## src/verilog/duckHuntPkg.sv

```systemverilog
package duckHuntPkg;

	typedef enum logic [3:0] {Idle, Menu, Intro, Launch, Fly, Bounce, FlyOff, Hit, Fall,
		Retrieve, EndRound, GameOver, NewRound} gameStateT;
	typedef enum logic [2:0] {NW, W, NE, E, SW, SE} directionT;
	typedef enum logic [1:0] {Black, Red, Pink} duckColorT;
	typedef logic signed [10:0] coordT;	// Screen pixel, may go negative
	typedef logic [5:0] frameT;	// Duck sprite ROM index

	//////////////////////////////////////////////////////////////////////
	// Screen bounds and flight steps
	//////////////////////////////////////////////////////////////////////
	localparam coordT LaunchY = 11'sd236;	// Grass line
	localparam coordT MaxX = 11'sd576;
	localparam coordT MinEdge = 11'sd0;
	localparam coordT BounceNear = 11'sd20;
	localparam coordT BounceFarX = 11'sd556;
	localparam coordT BounceLowY = 11'sd216;
	localparam coordT FallStep = 11'sd10;
	localparam coordT FallEndY = 11'sd300;	// Below the grass
	localparam coordT StepLargeX = 11'sd15;
	localparam coordT StepSmallX = 11'sd12;
	localparam coordT StepLargeY = 11'sd10;
	localparam coordT StepSmallY = 11'sd2;

	localparam frameT ColorFrameOffset = 6'd20;	// One sprite bank per colour

	//////////////////////////////////////////////////////////////////////
	// Timing in animation ticks
	//////////////////////////////////////////////////////////////////////
	localparam logic [5:0] FlyAwayWarn = 6'd50;
	localparam logic [5:0] FlyAwayLimit = 6'd60;
	localparam logic [4:0] IntroTicks = 5'd8;
	localparam logic [4:0] ShockTicks = 5'd16;
	localparam logic [4:0] FlyOffTicks = 5'd4;
	localparam logic [4:0] RetrieveTicks = 5'd15;
	localparam logic [4:0] GameOverTicks = 5'd11;
	localparam logic [4:0] NewRoundTicks = 5'd6;
	localparam logic [1:0] ShotLimit = 2'd3;
	localparam logic [3:0] DucksPerRound = 4'd10;

	function automatic directionT foldDirection(input logic [2:0] raw);
		return (raw > 3'd5) ? NW : directionT'(raw);
	endfunction

	function automatic duckColorT foldColor(input logic [1:0] raw);
		return (raw == 2'd3) ? Black : duckColorT'(raw);
	endfunction

	function automatic logic isWest(input directionT dir);
		return (dir == NW) || (dir == W) || (dir == SW);
	endfunction

	function automatic frameT flyFrameBase(input directionT dir);
		case (dir)
			NW, SW: return 6'd11;
			W: return 6'd15;
			E: return 6'd4;
			default: return 6'd0;	// NE and SE share a sheet
		endcase
	endfunction

	function automatic frameT hitFrameBase(input directionT dir);
		return isWest(dir) ? 6'd19 : 6'd8;
	endfunction

	// Fall sprites are not evenly spaced across the colour banks
	function automatic frameT fallFrame(input directionT dir, input duckColorT color);
		frameT base;
		base = isWest(dir) ? 6'd10 : 6'd9;
		case (color)
			Red: return base + (isWest(dir) ? 6'd19 : 6'd21);
			Pink: return base + 6'd40;
			default: return base;
		endcase
	endfunction

	function automatic logic [3:0] killThreshold(input logic [7:0] roundNum);
		if (roundNum < 8'd11)
			return 4'd6;
		else if (roundNum < 8'd13)
			return 4'd7;
		else if (roundNum < 8'd15)
			return 4'd8;
		else if (roundNum < 8'd20)
			return 4'd9;
		return 4'd10;
	endfunction

endpackage

```

## src/verilog/roundSequencer.sv

```systemverilog
`timescale 1ns/1ps

module roundSequencer
(
	input logic ANIM_Clk,
	input logic Reset,
	input logic Run,
	input logic startGame,
	input logic duckKill,
	input logic [1:0] shotCount,
	input logic atEdge,
	input logic fallDone,
	input logic roundDone,
	input logic roundFailed,
	output logic launch,
	output logic flyStep,
	output logic bounceStep,
	output logic hitStart,
	output logic fallStep,
	output logic newRound,
	output logic clearGame,
	output logic shootEnable,
	output logic flyAway,
	output logic outOfShots,
	output logic gameOver
);

	duckHuntPkg::gameStateT state, nextState;
	logic [4:0] phaseCnt;	// Ticks spent in current state
	logic [5:0] flyTimer;
	logic shotLatch;
	logic timeUp;
	logic flyEnd;	// Duck leaves Fly this tick

	assign timeUp = (flyTimer >= duckHuntPkg::FlyAwayLimit);
	assign flyEnd = shotLatch || timeUp || duckKill || atEdge;

	always_ff @(posedge ANIM_Clk or posedge Reset)
	begin
		if (Reset)
		begin
			state <= duckHuntPkg::Idle;
			phaseCnt <= '0;
		end
		else
		begin
			state <= nextState;
			if (nextState != state)
				phaseCnt <= '0;	// Restart on every entry
			else
				phaseCnt <= phaseCnt + 5'd1;
		end
	end

	always_ff @(posedge ANIM_Clk or posedge Reset)
	begin
		if (Reset)
		begin
			flyTimer <= '0;
			shotLatch <= 1'b0;
		end
		else if (state == duckHuntPkg::Launch)
		begin
			flyTimer <= '0;
			shotLatch <= 1'b0;
		end
		else
		begin
			if (shootEnable)
				flyTimer <= flyTimer + 6'd1;	// Bounce ticks count too
			if ((state == duckHuntPkg::Fly) && (shotCount == duckHuntPkg::ShotLimit))
				shotLatch <= 1'b1;
		end
	end

	//////////////////////////////////////////////////////////////////////
	// Next state
	//////////////////////////////////////////////////////////////////////
	always_comb
	begin
		nextState = state;
		case (state)
			duckHuntPkg::Idle:
				if (Run)
					nextState = duckHuntPkg::Menu;
			duckHuntPkg::Menu:
				if (startGame)
					nextState = duckHuntPkg::Intro;
			duckHuntPkg::Intro:
				if (phaseCnt == duckHuntPkg::IntroTicks - 5'd1)
					nextState = duckHuntPkg::Launch;
			duckHuntPkg::Launch:
				nextState = duckHuntPkg::Fly;
			duckHuntPkg::Fly:
				if (shotLatch)
					nextState = duckHuntPkg::Retrieve;
				else if (timeUp)
					nextState = duckHuntPkg::FlyOff;
				else if (duckKill)
					nextState = duckHuntPkg::Hit;
				else if (atEdge)
					nextState = duckHuntPkg::Bounce;
			duckHuntPkg::Bounce:
				nextState = duckHuntPkg::Fly;
			duckHuntPkg::Hit:
				if (phaseCnt == duckHuntPkg::ShockTicks - 5'd1)
					nextState = duckHuntPkg::Fall;
			duckHuntPkg::Fall:
				if (fallDone)
					nextState = duckHuntPkg::Retrieve;
			duckHuntPkg::FlyOff:
				if (phaseCnt == duckHuntPkg::FlyOffTicks - 5'd1)
					nextState = duckHuntPkg::Retrieve;
			duckHuntPkg::Retrieve:	// Dog pause after every duck
				if (phaseCnt == duckHuntPkg::RetrieveTicks - 5'd1)
					nextState = roundDone ? duckHuntPkg::EndRound : duckHuntPkg::Launch;
			duckHuntPkg::EndRound:
				nextState = roundFailed ? duckHuntPkg::GameOver : duckHuntPkg::NewRound;
			duckHuntPkg::GameOver:
				if (phaseCnt == duckHuntPkg::GameOverTicks - 5'd1)
					nextState = duckHuntPkg::Menu;
			duckHuntPkg::NewRound:
				if (phaseCnt == duckHuntPkg::NewRoundTicks - 5'd1)
					nextState = duckHuntPkg::Intro;
			default:
				nextState = duckHuntPkg::Idle;
		endcase
	end

	assign launch = (state == duckHuntPkg::Launch);
	assign flyStep = (state == duckHuntPkg::Fly) && !flyEnd;
	assign bounceStep = (state == duckHuntPkg::Bounce);
	assign hitStart = (state == duckHuntPkg::Hit) && (phaseCnt == 5'd0);
	assign fallStep = (state == duckHuntPkg::Fall);
	assign newRound = (state == duckHuntPkg::NewRound) && (phaseCnt == 5'd0);
	assign clearGame = (state == duckHuntPkg::Menu);
	assign shootEnable = (state == duckHuntPkg::Fly) || (state == duckHuntPkg::Bounce);
	assign flyAway = shootEnable && (flyTimer >= duckHuntPkg::FlyAwayWarn) && !timeUp;
	assign outOfShots = shootEnable && shotLatch;	// Only shown while the duck is up
	assign gameOver = (state == duckHuntPkg::GameOver);

endmodule

```

## src/verilog/duckFlight.sv

```systemverilog
`timescale 1ns/1ps

module duckFlight
(
	input logic ANIM_Clk,
	input logic Reset,
	input logic launch,
	input logic flyStep,
	input logic bounceStep,
	input logic fallStep,
	input logic [2:0] duckDirectionRand,
	input duckHuntPkg::coordT duckStartX,
	output duckHuntPkg::coordT duckX,
	output duckHuntPkg::coordT duckY,
	output duckHuntPkg::directionT direction,
	output logic atEdge,
	output logic fallDone
);

	duckHuntPkg::coordT stepX, stepY;
	duckHuntPkg::directionT bounceDir;
	logic headingWest, headingDown;
	logic atTop, atBottom, atLeft, atRight;

	always_comb
	begin
		case (direction)
			duckHuntPkg::NW:
			begin
				stepX = -duckHuntPkg::StepSmallX;
				stepY = -duckHuntPkg::StepLargeY;
			end
			duckHuntPkg::W:
			begin
				stepX = -duckHuntPkg::StepLargeX;
				stepY = -duckHuntPkg::StepSmallY;	// Level flight climbs slowly
			end
			duckHuntPkg::NE:
			begin
				stepX = duckHuntPkg::StepSmallX;
				stepY = -duckHuntPkg::StepLargeY;
			end
			duckHuntPkg::E:
			begin
				stepX = duckHuntPkg::StepLargeX;
				stepY = -duckHuntPkg::StepSmallY;
			end
			duckHuntPkg::SW:
			begin
				stepX = -duckHuntPkg::StepSmallX;
				stepY = duckHuntPkg::StepLargeY;
			end
			default:
			begin
				stepX = duckHuntPkg::StepSmallX;	// SE
				stepY = duckHuntPkg::StepLargeY;
			end
		endcase
	end

	//////////////////////////////////////////////////////////////////////
	// Edges only count in the direction of travel
	//////////////////////////////////////////////////////////////////////
	assign headingWest = duckHuntPkg::isWest(direction);
	assign headingDown = (direction == duckHuntPkg::SW) || (direction == duckHuntPkg::SE);
	assign atTop = !headingDown && (duckY <= duckHuntPkg::MinEdge);
	assign atBottom = headingDown && (duckY >= duckHuntPkg::LaunchY);	// Grass line
	assign atLeft = headingWest && (duckX <= duckHuntPkg::MinEdge);
	assign atRight = !headingWest && (duckX >= duckHuntPkg::MaxX);
	assign atEdge = atTop || atBottom || atLeft || atRight;
	assign fallDone = (duckY > duckHuntPkg::FallEndY);

	always_comb
	begin
		if (atTop)
			bounceDir = headingWest ? duckHuntPkg::SW : duckHuntPkg::SE;
		else if (atBottom)
			bounceDir = (direction == duckHuntPkg::SW) ? duckHuntPkg::NW : duckHuntPkg::NE;
		else
		begin
			case (direction)	// Side walls swap east and west
				duckHuntPkg::NW:
					bounceDir = duckHuntPkg::NE;
				duckHuntPkg::W:
					bounceDir = duckHuntPkg::E;
				duckHuntPkg::NE:
					bounceDir = duckHuntPkg::NW;
				duckHuntPkg::E:
					bounceDir = duckHuntPkg::W;
				duckHuntPkg::SW:
					bounceDir = duckHuntPkg::SE;
				default:
					bounceDir = duckHuntPkg::SW;
			endcase
		end
	end

	always_ff @(posedge ANIM_Clk or posedge Reset)
	begin
		if (Reset)
		begin
			duckX <= '0;
			duckY <= '0;
			direction <= duckHuntPkg::NW;
		end
		else if (launch)
		begin
			duckX <= duckStartX;
			duckY <= duckHuntPkg::LaunchY;
			direction <= duckHuntPkg::foldDirection(duckDirectionRand);
		end
		else if (flyStep)
		begin
			duckX <= duckX + stepX;
			duckY <= duckY + stepY;
		end
		else if (bounceStep)
		begin
			direction <= bounceDir;
			if (atTop)
				duckY <= duckHuntPkg::BounceNear;
			else if (atBottom)
				duckY <= duckHuntPkg::BounceLowY;
			else if (atLeft)
				duckX <= duckHuntPkg::BounceNear;
			else if (atRight)
				duckX <= duckHuntPkg::BounceFarX;
		end
		else if (fallStep)
			duckY <= duckY + duckHuntPkg::FallStep;
	end

endmodule

```

## src/verilog/duckSprite.sv

```systemverilog
`timescale 1ns/1ps

module duckSprite
(
	input logic ANIM_Clk,
	input logic Reset,
	input logic launch,
	input logic flyStep,
	input logic bounceStep,
	input logic hitStart,
	input logic fallStep,
	input duckHuntPkg::directionT direction,
	input logic [1:0] duckColorRand,
	output duckHuntPkg::frameT duckFrame
);

	typedef enum logic [1:0] {ShowFly, ShowHit, ShowFall} spriteModeT;

	spriteModeT mode;
	logic [1:0] wing;	// Wing flap phase
	duckHuntPkg::duckColorT color;
	duckHuntPkg::frameT colorOffset;

	always_ff @(posedge ANIM_Clk or posedge Reset)
	begin
		if (Reset)
		begin
			mode <= ShowFly;
			wing <= 2'd0;
		end
		else if (launch || bounceStep)
		begin
			mode <= ShowFly;
			wing <= 2'd0;	// Back to base frame
		end
		else if (flyStep)
			wing <= wing + 2'd1;
		else if (hitStart)
			mode <= ShowHit;
		else if (fallStep)
			mode <= ShowFall;
	end

	always_ff @(posedge ANIM_Clk or posedge Reset)
	begin
		if (Reset)
			color <= duckHuntPkg::Black;
		else if (launch)
			color <= duckHuntPkg::foldColor(duckColorRand);
	end

	assign colorOffset = duckHuntPkg::ColorFrameOffset * duckHuntPkg::frameT'(color);

	always_comb
	begin
		case (mode)
			ShowHit:
				duckFrame = duckHuntPkg::hitFrameBase(direction) + colorOffset;
			ShowFall:
				duckFrame = duckHuntPkg::fallFrame(direction, color);
			default:
				duckFrame = duckHuntPkg::flyFrameBase(direction) + colorOffset
					+ duckHuntPkg::frameT'(wing);
		endcase
	end

endmodule

```

## src/verilog/roundScore.sv

```systemverilog
`timescale 1ns/1ps

module roundScore
(
	input logic ANIM_Clk,
	input logic Reset,
	input logic launch,
	input logic hitStart,
	input logic newRound,
	input logic clearGame,
	output logic [9:0] duckKilled,
	output logic [7:0] roundNumber,
	output logic roundDone,
	output logic roundFailed
);

	logic [3:0] duckCount;	// Ducks launched this round
	logic [3:0] killTotal;

	always_ff @(posedge ANIM_Clk or posedge Reset)
	begin
		if (Reset)
		begin
			duckCount <= 4'd0;
			killTotal <= 4'd0;
			duckKilled <= 10'd0;
			roundNumber <= 8'd1;
		end
		else if (clearGame || newRound)
		begin
			duckCount <= 4'd0;
			killTotal <= 4'd0;
			duckKilled <= 10'd0;
			if (clearGame)
				roundNumber <= 8'd1;	// Fresh game from the menu
			else
				roundNumber <= roundNumber + 8'd1;
		end
		else
		begin
			if (launch)
				duckCount <= duckCount + 4'd1;
			if (hitStart)
			begin
				duckKilled <= duckKilled | (10'd1 << (duckCount - 4'd1));	// Current duck
				killTotal <= killTotal + 4'd1;
			end
		end
	end

	assign roundDone = (duckCount >= duckHuntPkg::DucksPerRound);
	assign roundFailed = (killTotal < duckHuntPkg::killThreshold(roundNumber));

endmodule

```

## src/verilog/duckHuntTop.sv

```systemverilog
`timescale 1ns/1ps

module duckHuntTop
(
	input logic ANIM_Clk,
	input logic Reset,
	input logic Run,
	input logic startGame,
	input logic duckKill,
	input logic [1:0] shotCount,
	input logic [1:0] duckColorRand,
	input logic [2:0] duckDirectionRand,
	input duckHuntPkg::coordT duckStartX,
	output duckHuntPkg::coordT duckX,
	output duckHuntPkg::coordT duckY,
	output duckHuntPkg::frameT duckFrame,
	output logic [9:0] duckKilled,
	output logic [7:0] roundNumber,
	output logic shootEnable,
	output logic flyAway,
	output logic outOfShots,
	output logic gameOver
);

	logic launch, flyStep, bounceStep, hitStart, fallStep;	// Sequencer strobes
	logic newRound, clearGame;
	logic atEdge, fallDone, roundDone, roundFailed;
	duckHuntPkg::directionT direction;

	roundSequencer sequencer (.ANIM_Clk(ANIM_Clk), .Reset(Reset), .Run(Run),
		.startGame(startGame), .duckKill(duckKill), .shotCount(shotCount), .atEdge(atEdge),
		.fallDone(fallDone), .roundDone(roundDone), .roundFailed(roundFailed),
		.launch(launch), .flyStep(flyStep), .bounceStep(bounceStep), .hitStart(hitStart),
		.fallStep(fallStep), .newRound(newRound), .clearGame(clearGame),
		.shootEnable(shootEnable), .flyAway(flyAway), .outOfShots(outOfShots),
		.gameOver(gameOver));

	duckFlight flight (.ANIM_Clk(ANIM_Clk), .Reset(Reset), .launch(launch),
		.flyStep(flyStep), .bounceStep(bounceStep), .fallStep(fallStep),
		.duckDirectionRand(duckDirectionRand), .duckStartX(duckStartX), .duckX(duckX),
		.duckY(duckY), .direction(direction), .atEdge(atEdge), .fallDone(fallDone));

	duckSprite sprite (.ANIM_Clk(ANIM_Clk), .Reset(Reset), .launch(launch),
		.flyStep(flyStep), .bounceStep(bounceStep), .hitStart(hitStart),
		.fallStep(fallStep), .direction(direction), .duckColorRand(duckColorRand),
		.duckFrame(duckFrame));

	roundScore score (.ANIM_Clk(ANIM_Clk), .Reset(Reset), .launch(launch),
		.hitStart(hitStart), .newRound(newRound), .clearGame(clearGame),
		.duckKilled(duckKilled), .roundNumber(roundNumber), .roundDone(roundDone),
		.roundFailed(roundFailed));

endmodule

```

## config.mk

```make
export PLATFORM = sky130hd
export DESIGN_NAME = duckHuntTop
export DESIGN_NICKNAME = d
export VERILOG_FILES = /design/src/verilog/duckHuntPkg.sv /design/src/verilog/roundSequencer.sv /design/src/verilog/duckFlight.sv /design/src/verilog/duckSprite.sv /design/src/verilog/roundScore.sv /design/src/verilog/duckHuntTop.sv
export SDC_FILE = /design/constraint.sdc
export NUM_CORES = 1
export LEC_CHECK = 0
export ABC_AREA = 0
export BUFFER_PORTS_ARGS = -buffer_cell sky130_fd_sc_hd__clkbuf_2
export CAP_MARGIN = 10
export CORE_ASPECT_RATIO = 0.8
export CORE_MARGIN = 2
export CORE_UTILIZATION = 60
export CTS_CLUSTER_SIZE = 40
export DETAILED_ROUTE_END_ITERATION = 10
export GPL_TIMING_DRIVEN = 0
export PLACE_DENSITY = 0.93
export SLEW_MARGIN = 30
export SYNTH_ARGS = -nofsm -noshare
export SYNTH_HDL_FRONTEND = slang
export SYNTH_HIERARCHICAL = 1
export SYNTH_SLANG_ARGS = --single-unit
```

## constraint.sdc

```tcl
create_clock -name ANIM_Clk -period 4.2 [get_ports ANIM_Clk]
set_clock_uncertainty 0.05 [all_clocks]
set_input_delay 0.42 -clock ANIM_Clk [delete_from_list [all_inputs] [get_ports ANIM_Clk]]
set_output_delay 0.42 -clock ANIM_Clk [all_outputs]
set_load 0.05 [all_outputs]
```

# Yosys cells after proc, flatten, opt, wreduce, memory -nomap -nowiden
# Index checks and enable logic that the tools add are counted.
dict set report totals {
  regBits 73
  latchBits 0
  ram_bits 0
  mem_bits_ro 0
  word_cells 205
  mem_count 0
}
dict set report op_classes {
  addsub 15
  multipliers 1
  n_div 0
  n_lt_le_gt_ge 14
  eq_ne 35
  n_shift 1
  mux 75
  bitwise_logic 1
  n_reduce_logical 49
}
# op n
set ops {}
lappend ops {{$mux W11} 13}
lappend ops {{$mux W4} 23}
lappend ops {{$pmux W4 S12} 1}
lappend ops {{$pmux W11 S3} 1}
lappend ops {{$lt A8 B4 Y1 const B} 3}
lappend ops {{$mux W3} 8}
lappend ops {{$pmux W6 S2} 2}
lappend ops {{$add A11 B11 Y11} 2}
lappend ops {{$le A11 B1 Y1 const B} 2}
lappend ops {{$pmux W11 S2} 1}
lappend ops {{$eq A4 B4 Y1 const B} 5}
lappend ops {{$mux W10} 2}
lappend ops {{$add A6 B6 Y6} 3}
lappend ops {{$mux W2} 9}
lappend ops {{$mux W6} 3}
lappend ops {{$eq A4 B3 Y1 const B} 4}
lappend ops {{$eq A5 B4 Y1 const B} 3}
lappend ops {{$pmux W3 S5} 1}
lappend ops {{$ge A6 B6 Y1 const B} 2}
lappend ops {{$logic_or A1 B1 Y1} 12}
lappend ops {{$pmux W4 S3} 1}
lappend ops {{$reduce_bool A2 Y1} 6}
lappend ops {{$add A11 B5 Y11 const B} 1}
lappend ops {{$ge A11 B11 Y1 const B} 1}
lappend ops {{43 further kinds} 82}

# Logic depth before layout (Yosys ltp)
# Gate-level depths: netlist (run 1).
dict set report depth {
  word_depth 14
  depth_mapped 16
  depth_no_buf 14
}

# Cells and area by module
# Netlist (run 1), hierarchy kept.
# module n_inst cells_per_inst area_per_inst_um2
set by_module_without_submodules {}
lappend by_module_without_submodules {duckFlight 1 310 2479.9}
lappend by_module_without_submodules {roundSequencer 1 162 1430.1}
lappend by_module_without_submodules {roundScore 1 142 1421.4}
lappend by_module_without_submodules {duckSprite 1 79 686.9}

# Worst setup path after synthesis (run 1)
# Ideal clock, no wire load.
dict set report synth_path {
  kind {reg2reg}
  startpoint {reg score.roundNumber[0]}
  endpoint {reg sequencer.phaseCnt[0]}
  arrival_time_ps 3553
  required_time_ps 4056
  slack_ps 503
  path_stages_with_launch 15
  n_path_buf 0
  path_cell_list {dfstp_2 > inv_1 > ha_1 > or3_1 > a21oi_1 > ha_1 > o311ai_1 > nand3b_1 > a31oi_1 > or4bb_1 > a21oi_1 > nor4_4 > a2111oi_2 > a31oi_1 > a211oi_1}
}
dict set report synth_between {
  elab_chain_cells 11
}
# element line
set synth_lines {}
lappend synth_lines {{from (decl)} roundScore.sv:12} ;# output logic [7:0] roundNumber,
lappend synth_lines {{from (signal assigned)} roundScore.sv:37} ;# roundNumber <= roundNumber + 8'd1;
lappend synth_lines {{$lt A8 B5 Y1} duckHuntPkg.sv:85} ;# else if (roundNum < 8'd20)
lappend synth_lines {{$mux W1} duckHuntPkg.sv:85}
lappend synth_lines {{$mux W1} duckHuntPkg.sv:83} ;# else if (roundNum < 8'd15)
lappend synth_lines {{$mux W1} duckHuntPkg.sv:81} ;# else if (roundNum < 8'd13)
lappend synth_lines {{$mux W1} duckHuntPkg.sv:79} ;# if (roundNum < 8'd11)
lappend synth_lines {{$mux W4 *} duckHuntPkg.sv:87} ;# return 4'd10;
lappend synth_lines {{$lt A4 B4 Y1 *} roundScore.sv:52} ;# assign roundFailed = (killTotal < duckHuntPkg::killThreshold(roundNumber));
lappend synth_lines {{net roundFailed} duckHuntTop.sv:27} ;# logic atEdge, fallDone, roundDone, roundFailed;
lappend synth_lines {{$mux W3 *} roundSequencer.sv:118} ;# nextState = roundFailed ? duckHuntPkg::GameOver : duckHuntPkg::NewRound;
lappend synth_lines {{$pmux W4 S12 *} roundSequencer.sv:82} ;# case (state)
lappend synth_lines {{$ne A4 B4 Y1 *} roundSequencer.sv:48} ;# if (nextState != state)
lappend synth_lines {{$mux W5 *} roundSequencer.sv:48}
lappend synth_lines {{to (signal assigned)} roundSequencer.sv:51} ;# phaseCnt <= phaseCnt + 5'd1;
lappend synth_lines {{to (decl)} roundSequencer.sv:29} ;# logic [4:0] phaseCnt;
# The timed path passes the listed nets; every way through them passes the cells marked *.
# A chain may end at the register's enable or synchronous reset.

# Final worst setup path (run 1)
dict set report layout_path {
  startpoint {reg flight.direction[2]}
  endpoint {reg flight.duckY[9]}
}
dict set report layout_between {
  elab_chain_cells 12
}
# element line
set layout_lines {}
lappend layout_lines {{from (decl)} duckFlight.sv:15} ;# output duckHuntPkg::directionT direction,
lappend layout_lines {{from (signal assigned)} duckFlight.sv:104} ;# direction <= duckHuntPkg::NW;
lappend layout_lines {{from (signal assigned)} duckFlight.sv:110} ;# direction <= duckHuntPkg::foldDirection(duckDirectionRand);
lappend layout_lines {{from (signal assigned)} duckFlight.sv:119} ;# direction <= bounceDir;
lappend layout_lines {{$eq A3 B3 Y1, on equally long branches} {duckHuntPkg.sv:51, duckFlight.sv:65}}
lappend layout_lines {{$logic_or A1 B1 Y1} duckFlight.sv:65} ;# assign headingDown = (direction == duckHuntPkg::SW) || (direction == duckHuntPkg::SE);
lappend layout_lines {{$logic_not A1 Y1} duckFlight.sv:66} ;# assign atTop = !headingDown && (duckY <= duckHuntPkg::MinEdge);
lappend layout_lines {{$logic_and A1 B1 Y1} duckFlight.sv:66}
lappend layout_lines {{$logic_or A1 B1 Y1 (2 in a row)} duckFlight.sv:70} ;# assign atEdge = atTop || atBottom || atLeft || atRight;
lappend layout_lines {{$logic_or A1 B1 Y1 *} duckFlight.sv:70}
lappend layout_lines {{net atEdge} duckHuntTop.sv:27}
lappend layout_lines {{$logic_or A1 B1 Y1 *} roundSequencer.sv:36} ;# assign flyEnd = shotLatch || timeUp || duckKill || atEdge;
lappend layout_lines {{$logic_not A1 Y1 *} roundSequencer.sv:131} ;# assign flyStep = (state == duckHuntPkg::Fly) && !flyEnd;
lappend layout_lines {{$logic_and A1 B1 Y1 *} roundSequencer.sv:131}
lappend layout_lines {{net flyStep} duckHuntTop.sv:25} ;# logic launch, flyStep, bounceStep, hitStart, fallStep;
lappend layout_lines {{$ne A5 B4 Y1 (no source line) (tied with other cells)} --}
lappend layout_lines {{$reduce_and A2 Y1 (no source line) / $mux W11 (equally long branches)} --}
lappend layout_lines {{to (signal assigned)} duckFlight.sv:109} ;# duckY <= duckHuntPkg::LaunchY;
lappend layout_lines {{to (signal assigned)} duckFlight.sv:115} ;# duckY <= duckY + stepY;
lappend layout_lines {{to (signal assigned)} duckFlight.sv:121} ;# duckY <= duckHuntPkg::BounceNear;
lappend layout_lines {{to (decl)} duckFlight.sv:14} ;# output duckHuntPkg::coordT duckY,
# Marked as above.

==> results of run 1 <==
==> sequential cells by signal, indices dropped and copies added (netlist names) <==
name,count
sequencer/shotLatch,1
flight/duckY,10
sprite/color,2
score/killTotal,4
sprite/mode,2
flight/duckX,11
flight/direction,3
sequencer/state,4
sequencer/phaseCnt,5
sprite/wing,2
score/duckCount,4
score/duckKilled,10
score/roundNumber,8
sequencer/flyTimer,6
==> final timing paths <==
kind,startpoint,end,slack [ps]
setup / recovery,flight/direction[2]$_DFFE_PP0P_,flight/duckY[9]$_DFFE_PP0P_,180
hold / removal,Reset,sprite/wing[0]$_DFFE_PP0P_,20
setup reg to reg,flight/direction[2]$_DFFE_PP0P_,flight/duckY[9]$_DFFE_PP0P_,180
hold reg to reg,score/duckKilled[3]$_DFFE_PP0P_,score/duckKilled[3]$_DFFE_PP0P_,450
max in group asynchronous,Reset,sequencer/state[3]$_DFF_PP0_,3480
min in group ANIM_Clk,duckColorRand[1],sprite/color[0]$_DFFE_PP0P_,240
==> cells by family after synthesis <==
group,share of synthesized area
AND/OR/NAND/NOR,0.211
AO/OA/AOI/OAI,0.240
buffers and inverters,0.0588
flip-flops,0.300
adder cells (fa/ha/maj),0.113
XOR/XNOR,0.0524
multiplexers,0.0249
other,0.000623
==> timing repair <==
action,in CTS,in global routing
gates resized for setup,1,6
hold buffers,0,0
endpoints found under the setup margin,2,8
setup buffers,0,0
==> critical path, stage by stage (launching register included) <==
cell and delay, ps:
dfrtp_1 410, buf_4 180, a21o_2 190, buf_6 130
inv_4 100, nor4b_2 60, o21bai_2 240, nand2b_1 250
nor4b_4 410, clkbuf_1 440, clkinv_1 410, nand2_1 290
nor2_1 80, o21ai_2 120, buf_4 220, o31ai_1 80
a32o_1 230
==> final cells by class <==
class | count | area, um2 | share of cell area
Buffer | 34 | 186 | 0.0270
Clock buffer | 9 | 225 | 0.0327
Clock inverter | 7 | 67.6 | 0.00980
Inverter | 44 | 168 | 0.0243
Multi-Input combinational cell | 543 | 3910 | 0.567
Sequential cell | 72 | 1800 | 0.261
Tap cell | 136 | 170 | 0.0247
Timing Repair Buffer | 72 | 367 | 0.0532
==> power by group through the flow <==
stage	combinational, mW	clock (mW)	sequential [mW]
3_3_place_gp	3.79	0	1.14
2_1_floorplan	2.78	0	1.43
6_report	4.11	0.765	1.16
3_5_place_dp	3.96	0	1.16
5_1_grt	4.44	0.807	1.19
4_1_cts	4.00	0.780	1.15
==> metrics by stage <==
stage	setup slack, ps	instances	TNS, ps	instance area [um2]
finish	181	917	0	6900
global route	-26.5	917	-36.3	6900
CTS	54.1	917	0	6860
detailed placement	-82.7	901	-142	6560
global placement	11.1	900	0	6540
floorplan	503	693	0	6020
==> metal layers <==
metal,GRT usage,vias to the layer above,wire length [um]
li1,-,2694,-
met1,0.450,2807,7320
met4,0.106,0,401
met5,0,-,0
met2,0.513,350,7890
met3,0.0668,52,1400
==> placed cells by master (no fill, tap or decap), types with 5 or more instances in the layout <==
master and n:
a211oi_1 8, a21o_1 7, a21oi_1 45, a22oi_1 5, a31oi_1 15, and3_1 7
buf_2 12, clkbuf_1 12, clkbuf_16 9, clkbuf_2 73, dfrtp_1 71, ha_1 48
inv_1 38, mux2_2 6, mux2i_1 6, nand2_1 57, nand2b_1 14, nand3_1 13
nand4_1 9, nor2_1 69, nor2b_1 9, nor3_1 16, o21a_1 10, o21ai_0 37
o22ai_1 5, o31a_1 6, o31ai_1 8, or3_1 5, xnor2_1 20, xor2_1 16
==> impl_metrics.tcl, run 1 <==
set metrics [dict create \
    ys_warn_count 6 \
    ir_drop_mv 0.537 \
    synth_nets 768 \
    wire_per_inst_um 18.6 \
    nFillCells 740 \
    die_h_um 93.6 \
    setup_violations 0 \
    min_path_type "primary input to asynchronous set/reset pin" \
    via_per_inst 6.44 \
    ys_seq_area_frac 0.300 \
    clockBufferDepth 2 \
    grt_pass1_wl_um 27900 \
    synth.cell_area_um2 6020 \
    die_w_um 116 \
    yosysMostFrequentCell "dfrtp_1" \
    start_util 0.621 \
    synth-edff-count 0 \
    maxCapViolCount 0 \
    grt_usage 0.326 \
    status "completed" \
    ctsRootBufferMaster "clkbuf_16" \
    finalPower_mw 6.04 \
    pin_count 73 \
    slew_violations 0 \
    synth-main-ff-cell "dfrtp_1" \
    path_max_fanout 10 \
    period_needed_ps 4020 \
    cts_buffers 9 \
    syn_avg_cell_area_um2 8.68 \
    grt_start_max_net_pins 27 \
    first_pass_iters 8 \
    design.die.area_um2 10900 \
    drive_gt1_frac 0.205 \
    antenna_found_initial 0 \
    synth_cell_types 100 \
    finalHoldWorstSlack_ps 18.9 \
    p_sw_frac 0.549 \
    ant_nets 0 \
    first_iter_violations 639 \
    rsz0062_at_grt "yes" \
    required_ps 4380 \
    clock_latency_ps 350 \
    power.density_nw_per_um2 875 \
    relSlewSlack 0.409 \
    synth_area_leaders "dfrtp_1, ha_1, nor2_1" \
    diodes 0 \
    path_clk_slew_ps 70 \
    place_congestion 0.967 \
    power_switching_mw 3.31 \
    core_um2 9690 \
    area_growth_pct 14.6 \
    grt_pass1_vias 5662 \
    hpwl_um 12500 \
    clkPwrFrac 0.127 \
    start_kind "flop" \
    arrival_ps 4200 \
    syn_inst 693 \
    vias 5903 \
    hold_viol 0 \
    critPathCaptureType "flop" \
    rows 32 \
    synth_common_cells "dfrtp_1, nor2_1, nand2_1, ha_1, a21oi_1" \
    comb_power_share 0.681 \
    cts_tree "built" \
    crit_type "flop to flop" \
    synthArstFlopShare 1.00 \
    grt-ovfl-total 0 \
    p_int_mw 2.72 \
    finalCritPeriodShare 0.957 \
    leakage_nw 3.21 \
    synth_top_area_share 0.295 \
    drc 0 \
    portBuffers 71 \
    pwr-share-seq 0.193 \
    synth_top_cell_by_area "dfrtp_1" \
    drt_wl_total_um 17000 \
    max_freq_mhz 249 \
    cts_htree_levels 3 \
    clock-sinks 72 \
    tightest_slew_ps 879 \
    reg2regPathDepth 16 \
    fin_util 0.712 \
    fin_nets 851 \
    synth-seq-cells 72 \
]
No activity file was read; power rests on OpenSTA's default activity.
==> run 2: changes to the inputs <==
--- a/config.mk
+++ b/config.mk
@@ -6,15 +6,16 @@
 export NUM_CORES = 1
 export LEC_CHECK = 0
 export ABC_AREA = 0
-export BUFFER_PORTS_ARGS = -buffer_cell sky130_fd_sc_hd__clkbuf_2
 export CAP_MARGIN = 10
 export CORE_ASPECT_RATIO = 0.8
 export CORE_MARGIN = 2
 export CORE_UTILIZATION = 60
+export CTS_BUF_LIST = sky130_fd_sc_hd__clkbuf_16
 export CTS_CLUSTER_SIZE = 40
 export DETAILED_ROUTE_END_ITERATION = 10
+export DONT_BUFFER_PORTS = 1
 export GPL_TIMING_DRIVEN = 0
-export PLACE_DENSITY = 0.93
+export PLACE_DENSITY = 0.87
 export SLEW_MARGIN = 30
 export SYNTH_ARGS = -nofsm -noshare
 export SYNTH_HDL_FRONTEND = slang
==> impl_metrics.tcl, run 2 (same netlist as run 1, synthesis figures left out) <==
set metrics [dict create \
    violations "negative hold slack" \
    worst_path_largest_cell_delay_ps 720 \
    max_freq_mhz 250 \
    ctsRootBufferMaster "clkbuf_16" \
    critPathCaptureType "flop" \
    period_needed_ps 4000 \
    grt_start_max_net_pins 27 \
    place_congestion 1.01 \
    grt_pass1_wl_um 25600 \
    ir_drop_mv 0.416 \
    mostFrequentLayoutCells "nor2_1, dfrtp_1, nand2_1" \
    fin_util 0.681 \
    antenna_found_initial 0 \
    ant_nets 0 \
    maxCapViolCount 0 \
    crit_type "flop to flop" \
    die_w_um 116 \
    min_path_type "primary input to asynchronous set/reset pin" \
    drive_gt1_frac 0.143 \
    crit_start "score/roundNumber[0]$_DFFE_PP1N_" \
    cts_tree "built" \
    portBuffers 0 \
    start_util 0.621 \
    hold_viol 25 \
    path_delay_family "compound AO/OA/AOI/OAI gates" \
    via_per_inst 6.59 \
    cts_htree_levels 3 \
    tightest_slew_ps 1050 \
    first_iter_violations 735 \
    grt_pass1_vias 5305 \
    crit_buf_inv 1 \
    place_worst_setup_slack_ps -210 \
    nFillCells 744 \
    fin_nets 783 \
    slew_violations 0 \
    wire_per_inst_um 18.8 \
    finalHoldWorstSlack_ps -40.7 \
    grt-ovfl-total 0 \
    cp_slowest_cell "dfstp_4" \
    register_area_um2 1820 \
    clock-sinks 72 \
    hpwl_um 11700 \
    timing.rr.start "score/roundNumber[0]$_DFFE_PP1N_" \
    rsz0062_at_grt "no" \
    finalCritPeriodShare 0.952 \
    clock_latency_ps 340 \
    design.die.area_um2 10900 \
    arrival_ps 4200 \
    power.density_nw_per_um2 899 \
    clockBufferDepth 2 \
    largest_register "flight/duckX" \
    start_kind "flop" \
    core_um2 9690 \
    path_cells "inv_1 > ha_1 > or3_1 > a21oi_1 > ha_1 > o311ai_1 > nand3b_1 > a31oi_2 > or4bb_1 > a21oi_2 > nor4_4 > a2111oi_4 > a31oi_2 > a211oi_1" \
    path_clk_slew_ps 60 \
    largest_register_ffs 11 \
    diodes 0 \
    first_pass_iters 6 \
    status "complete, but fails checks" \
    reg2regPathDepth 14 \
    r2r-end "sequencer/phaseCnt[0]$_DFF_PP0_" \
    path_max_fanout 5 \
    drt_wl_total_um 16000 \
    finalPower_mw 5.93 \
    cts_buffers 9 \
    drc 0 \
    dp_cells 831 \
    rows 32 \
    leakage_nw 2.90 \
    final_cells 849 \
    layout_commonest_cell "nor2_1" \
    required_ps 4400 \
    setup_violations 0 \
    pin_count 73 \
    r2r_slack_ps 200 \
    top_regs "flight/duckX x11, flight/duckY x10, score/duckKilled x10" \
    vias 5593 \
    die_h_um 93.6 \
    area_growth_pct 9.63 \
    relSlewSlack 0.301 \
    postCtsSetupBuffers 0 \
    worst_slack_ps 200 \
    grt_usage 0.299 \
    multi_input_area_um2 3920 \
]
[run 2: cell types whose count changed in the layout (fill, tap and decap cells not counted), moves of 3 or more]
cell	delta
clkbuf_2	-70
dfrtp_1	-7
dfrtp_2	+7
inv_8	-3
[run 2: final cells by class]
class,instances,area share
repair buffers,4,0.00531
clock inverters,7,0.0108
well taps,136,0.0258
inverters,44,0.0260
flip-flops and latches,72,0.275
plain buffers,34,0.0284
multi-input cells,543,0.594
clock buffers,9,0.0341
[run 2: worst max-delay path by stage]
stage | end | slack [ps] | cells past startpoint
finish | sequencer/phaseCnt[0]$_DFF_PP0_ | 200 | 14
global route | sequencer/phaseCnt[0]$_DFF_PP0_ | 10 | 14
CTS | sequencer/phaseCnt[3]$_DFF_PP0_ | 20 | 14
detailed placement | flight/duckY[9]$_DFFE_PP0P_ | -210 | 14
global placement | flight/duckY[9]$_DFFE_PP0P_ | -160 | 14
floorplan | sequencer/phaseCnt[0]$_DFF_PP0_ | 500 | 14
[run 2: worst register-to-register path, delay by kind of cell, from the launching register on]
family / cells / cell delay (ps)
simple gates: 4 / 1080
buf+inv: 1 / 70
flops: 1 / 720
fa+ha+maj: 2 / 480
compound gates: 7 / 1490
[run 2: through the flow]
| step | hold WS (ps) | TNS (ps) | area [um2] |
|---|---|---|---|
| after detailed placement | 193 | -1210 | 6210 |
| after floorplan | 161 | 0 | 6020 |
| after CTS | 4.08 | 0 | 6530 |
| final | -40.7 | 0 | 6600 |
| after global placement | 181 | -507 | 6190 |
| after global routing | 5.95 | 0 | 6600 |
[run 2: layer usage]
metal	track usage	wire length (um)
met1	0.405	6540
met2	0.448	7150
met3	0.0843	1800
met4	0.127	485
met5	0	0
[run 2: power by group]
group | internal (mW) | total (mW) | switching [mW]
Combinational | 1.32 | 3.62 | 2.31
Sequential | 0.887 | 1.53 | 0.644
Clock | 0.460 | 0.775 | 0.315
Total | 2.66 | 5.93 | 3.27
[run 2: timing repair]
action,in CTS,in global routing
hold buffers,1,1
pin swaps,0,0
endpoints found under the hold margin,6,9
resized for setup,1,17
setup endpoints to repair,15,22
==> run 3: changes to the inputs <==
--- a/config.mk
+++ b/config.mk
@@ -7,15 +7,17 @@
 export LEC_CHECK = 0
 export ABC_AREA = 0
 export CAP_MARGIN = 10
+export CELL_PAD_IN_SITES_DETAIL_PLACEMENT = 0
+export CELL_PAD_IN_SITES_GLOBAL_PLACEMENT = 2
 export CORE_ASPECT_RATIO = 0.8
 export CORE_MARGIN = 2
-export CORE_UTILIZATION = 60
+export CORE_UTILIZATION = 40
 export CTS_BUF_LIST = sky130_fd_sc_hd__clkbuf_16
 export CTS_CLUSTER_SIZE = 40
 export DETAILED_ROUTE_END_ITERATION = 10
 export DONT_BUFFER_PORTS = 1
 export GPL_TIMING_DRIVEN = 0
-export PLACE_DENSITY = 0.87
+export PLACE_DENSITY = 0.93
 export SLEW_MARGIN = 30
 export SYNTH_ARGS = -nofsm -noshare
 export SYNTH_HDL_FRONTEND = slang
==> impl_metrics.tcl, run 3 (same netlist as run 1, synthesis figures left out) <==
set metrics [dict create \
    status "complete, but fails checks" \
    violations "negative hold slack" \
    hpwl_um 12100 \
    path_cells "inv_1 > ha_1 > or3_1 > a21oi_1 > ha_1 > o311ai_1 > nand3b_1 > a31oi_4 > or4bb_1 > a21oi_2 > nor4_4 > a2111oi_2 > a31oi_2 > a211oi_1" \
    cp_slowest_cell "dfstp_4" \
    finalCritPeriodShare 0.944 \
    design.die.area_um2 16000 \
    drc 0 \
    crit_top_cell "ha_1" \
    mostFrequentLayoutCells "dfrtp_1, nor2_1, nand2_1" \
    max_freq_mhz 252 \
    arrival_ps 4170 \
    clock_latency_ps 350 \
    largest_register "flight/duckX" \
    vias 5367 \
    tightest_slew_ps 976 \
    relSlewSlack 0.347 \
    antenna_found_initial 0 \
    portBuffers 0 \
    crit_buf_inv 1 \
    clockBufferDepth 2 \
    first_pass_iters 5 \
    finalPower_mw 5.79 \
    busiest_layer "met2" \
    top_regs "flight/duckX x11, flight/duckY x10, score/duckKilled x10" \
    diodes 0 \
    ir_drop_mv 0.371 \
    grt_usage 0.203 \
    leakage_nw 2.90 \
    start_kind "flop" \
    grt_util_met3 0.0445 \
    power.density_nw_per_um2 871 \
    fin_setup_tns_ps 0 \
    path_max_fanout 5 \
    via_per_inst 5.96 \
    largest_register_ffs 11 \
    min_path_type "primary input to asynchronous set/reset pin" \
    grt-ovfl-total 0 \
    final_cells 901 \
    pin_count 73 \
    fin_nets 782 \
    setup_violations 0 \
    cts_htree_levels 3 \
    ant_nets 0 \
    rsz0062_at_grt "no" \
    path_clk_slew_ps 60 \
    die_h_um 114 \
    hold_viol 25 \
    postCtsSetupBuffers 0 \
    period_needed_ps 3970 \
    die_w_um 141 \
    critPathCaptureType "flop" \
    layout_commonest_cell "dfrtp_1" \
    finalHoldWorstSlack_ps -37.1 \
    path_delay_family "compound AO/OA/AOI/OAI gates" \
    crit_type "flop to flop" \
    slew_violations 0 \
    cts_buffers 9 \
    rows 40 \
    first_iter_violations 417 \
    core_um2 14900 \
    dp_cells 884 \
    cts_tree "built" \
    required_ps 4400 \
    clock-sinks 72 \
    drt_wl_total_um 15900 \
    ctsRootBufferMaster "clkbuf_16" \
    grt_start_max_net_pins 27 \
    gr-usage-met1 0.290 \
    start_util 0.405 \
    worst_path_largest_cell_delay_ps 720 \
    maxCapViolCount 0 \
    area_growth_pct 10.4 \
    wire_per_inst_um 17.7 \
    place_congestion 0.942 \
    met2_usage 0.305 \
    drive_gt1_frac 0.142 \
    grt_pass1_wl_um 26200 \
    grt_pass1_vias 5032 \
]
run 3: power breakdown:
group / total [mW] / switching, mW / internal, mW
Combinational: 3.54 / 2.23 / 1.31
Sequential: 1.51 / 0.630 / 0.883
Clock: 0.731 / 0.327 / 0.405
run 3: path summary, 6_finish.rpt:
path                                             startpoint                              end  slack (ps)  cells past startpoint
setup / recovery           score/roundNumber[0]$_DFFE_PP1N_  sequencer/phaseCnt[1]$_DFF_PP0_         230                     14
hold / removal                                        Reset  score/duckKilled[5]$_DFFE_PP0P_         -40                      1
setup reg to reg           score/roundNumber[0]$_DFFE_PP1N_  sequencer/phaseCnt[1]$_DFF_PP0_         230                     14
hold reg to reg             sequencer/phaseCnt[0]$_DFF_PP0_  sequencer/phaseCnt[0]$_DFF_PP0_         480                      1
max in group asynchronous                             Reset      flight/duckY[4]$_DFFE_PP0P_        3060                      2
min in group ANIM_Clk                      duckColorRand[1]      sprite/color[0]$_DFFE_PP0P_         130                      1
run 3: layout make-up:
class                           instances  area [um2]
Inverter                               44         169
Clock buffer                            9         225
Tap cell                              189         236
Timing Repair Buffer                    3        25.0
Buffer                                 34         188
Clock inverter                          7        55.1
Fill cell                            1446        8220
Multi-Input combinational cell        543        3940
Sequential cell                        72        1810
run 3: repair_timing:
action	4_1_cts	5_1_grt
pin swaps	0	2
setup endpoints to repair	18	11
hold endpoints to repair	30	0
cloned	0	0
hold buffers	1	0
resized for setup	3	11
run 3: metal layers:
metal,vias up,part of all wire,wire length [um]
met5,-,0,0
met4,0,0.018,282
met3,24,0.049,782
met2,138,0.44,7030
met1,2640,0.49,7840
li1,2565,-,-
run 3: through the flow:
step	setup slack [ps]	instance area, um2	hold slack (ps)	utilization
2_1_floorplan	503	6020	161	-
3_3_place_gp	-458	6250	184	0.421
3_5_place_dp	-180	6300	188	0.424
4_1_cts	56.4	6610	35.5	0.444
5_1_grt	10.6	6650	2.21	0.447
6_report	235	6650	-37.1	0.447
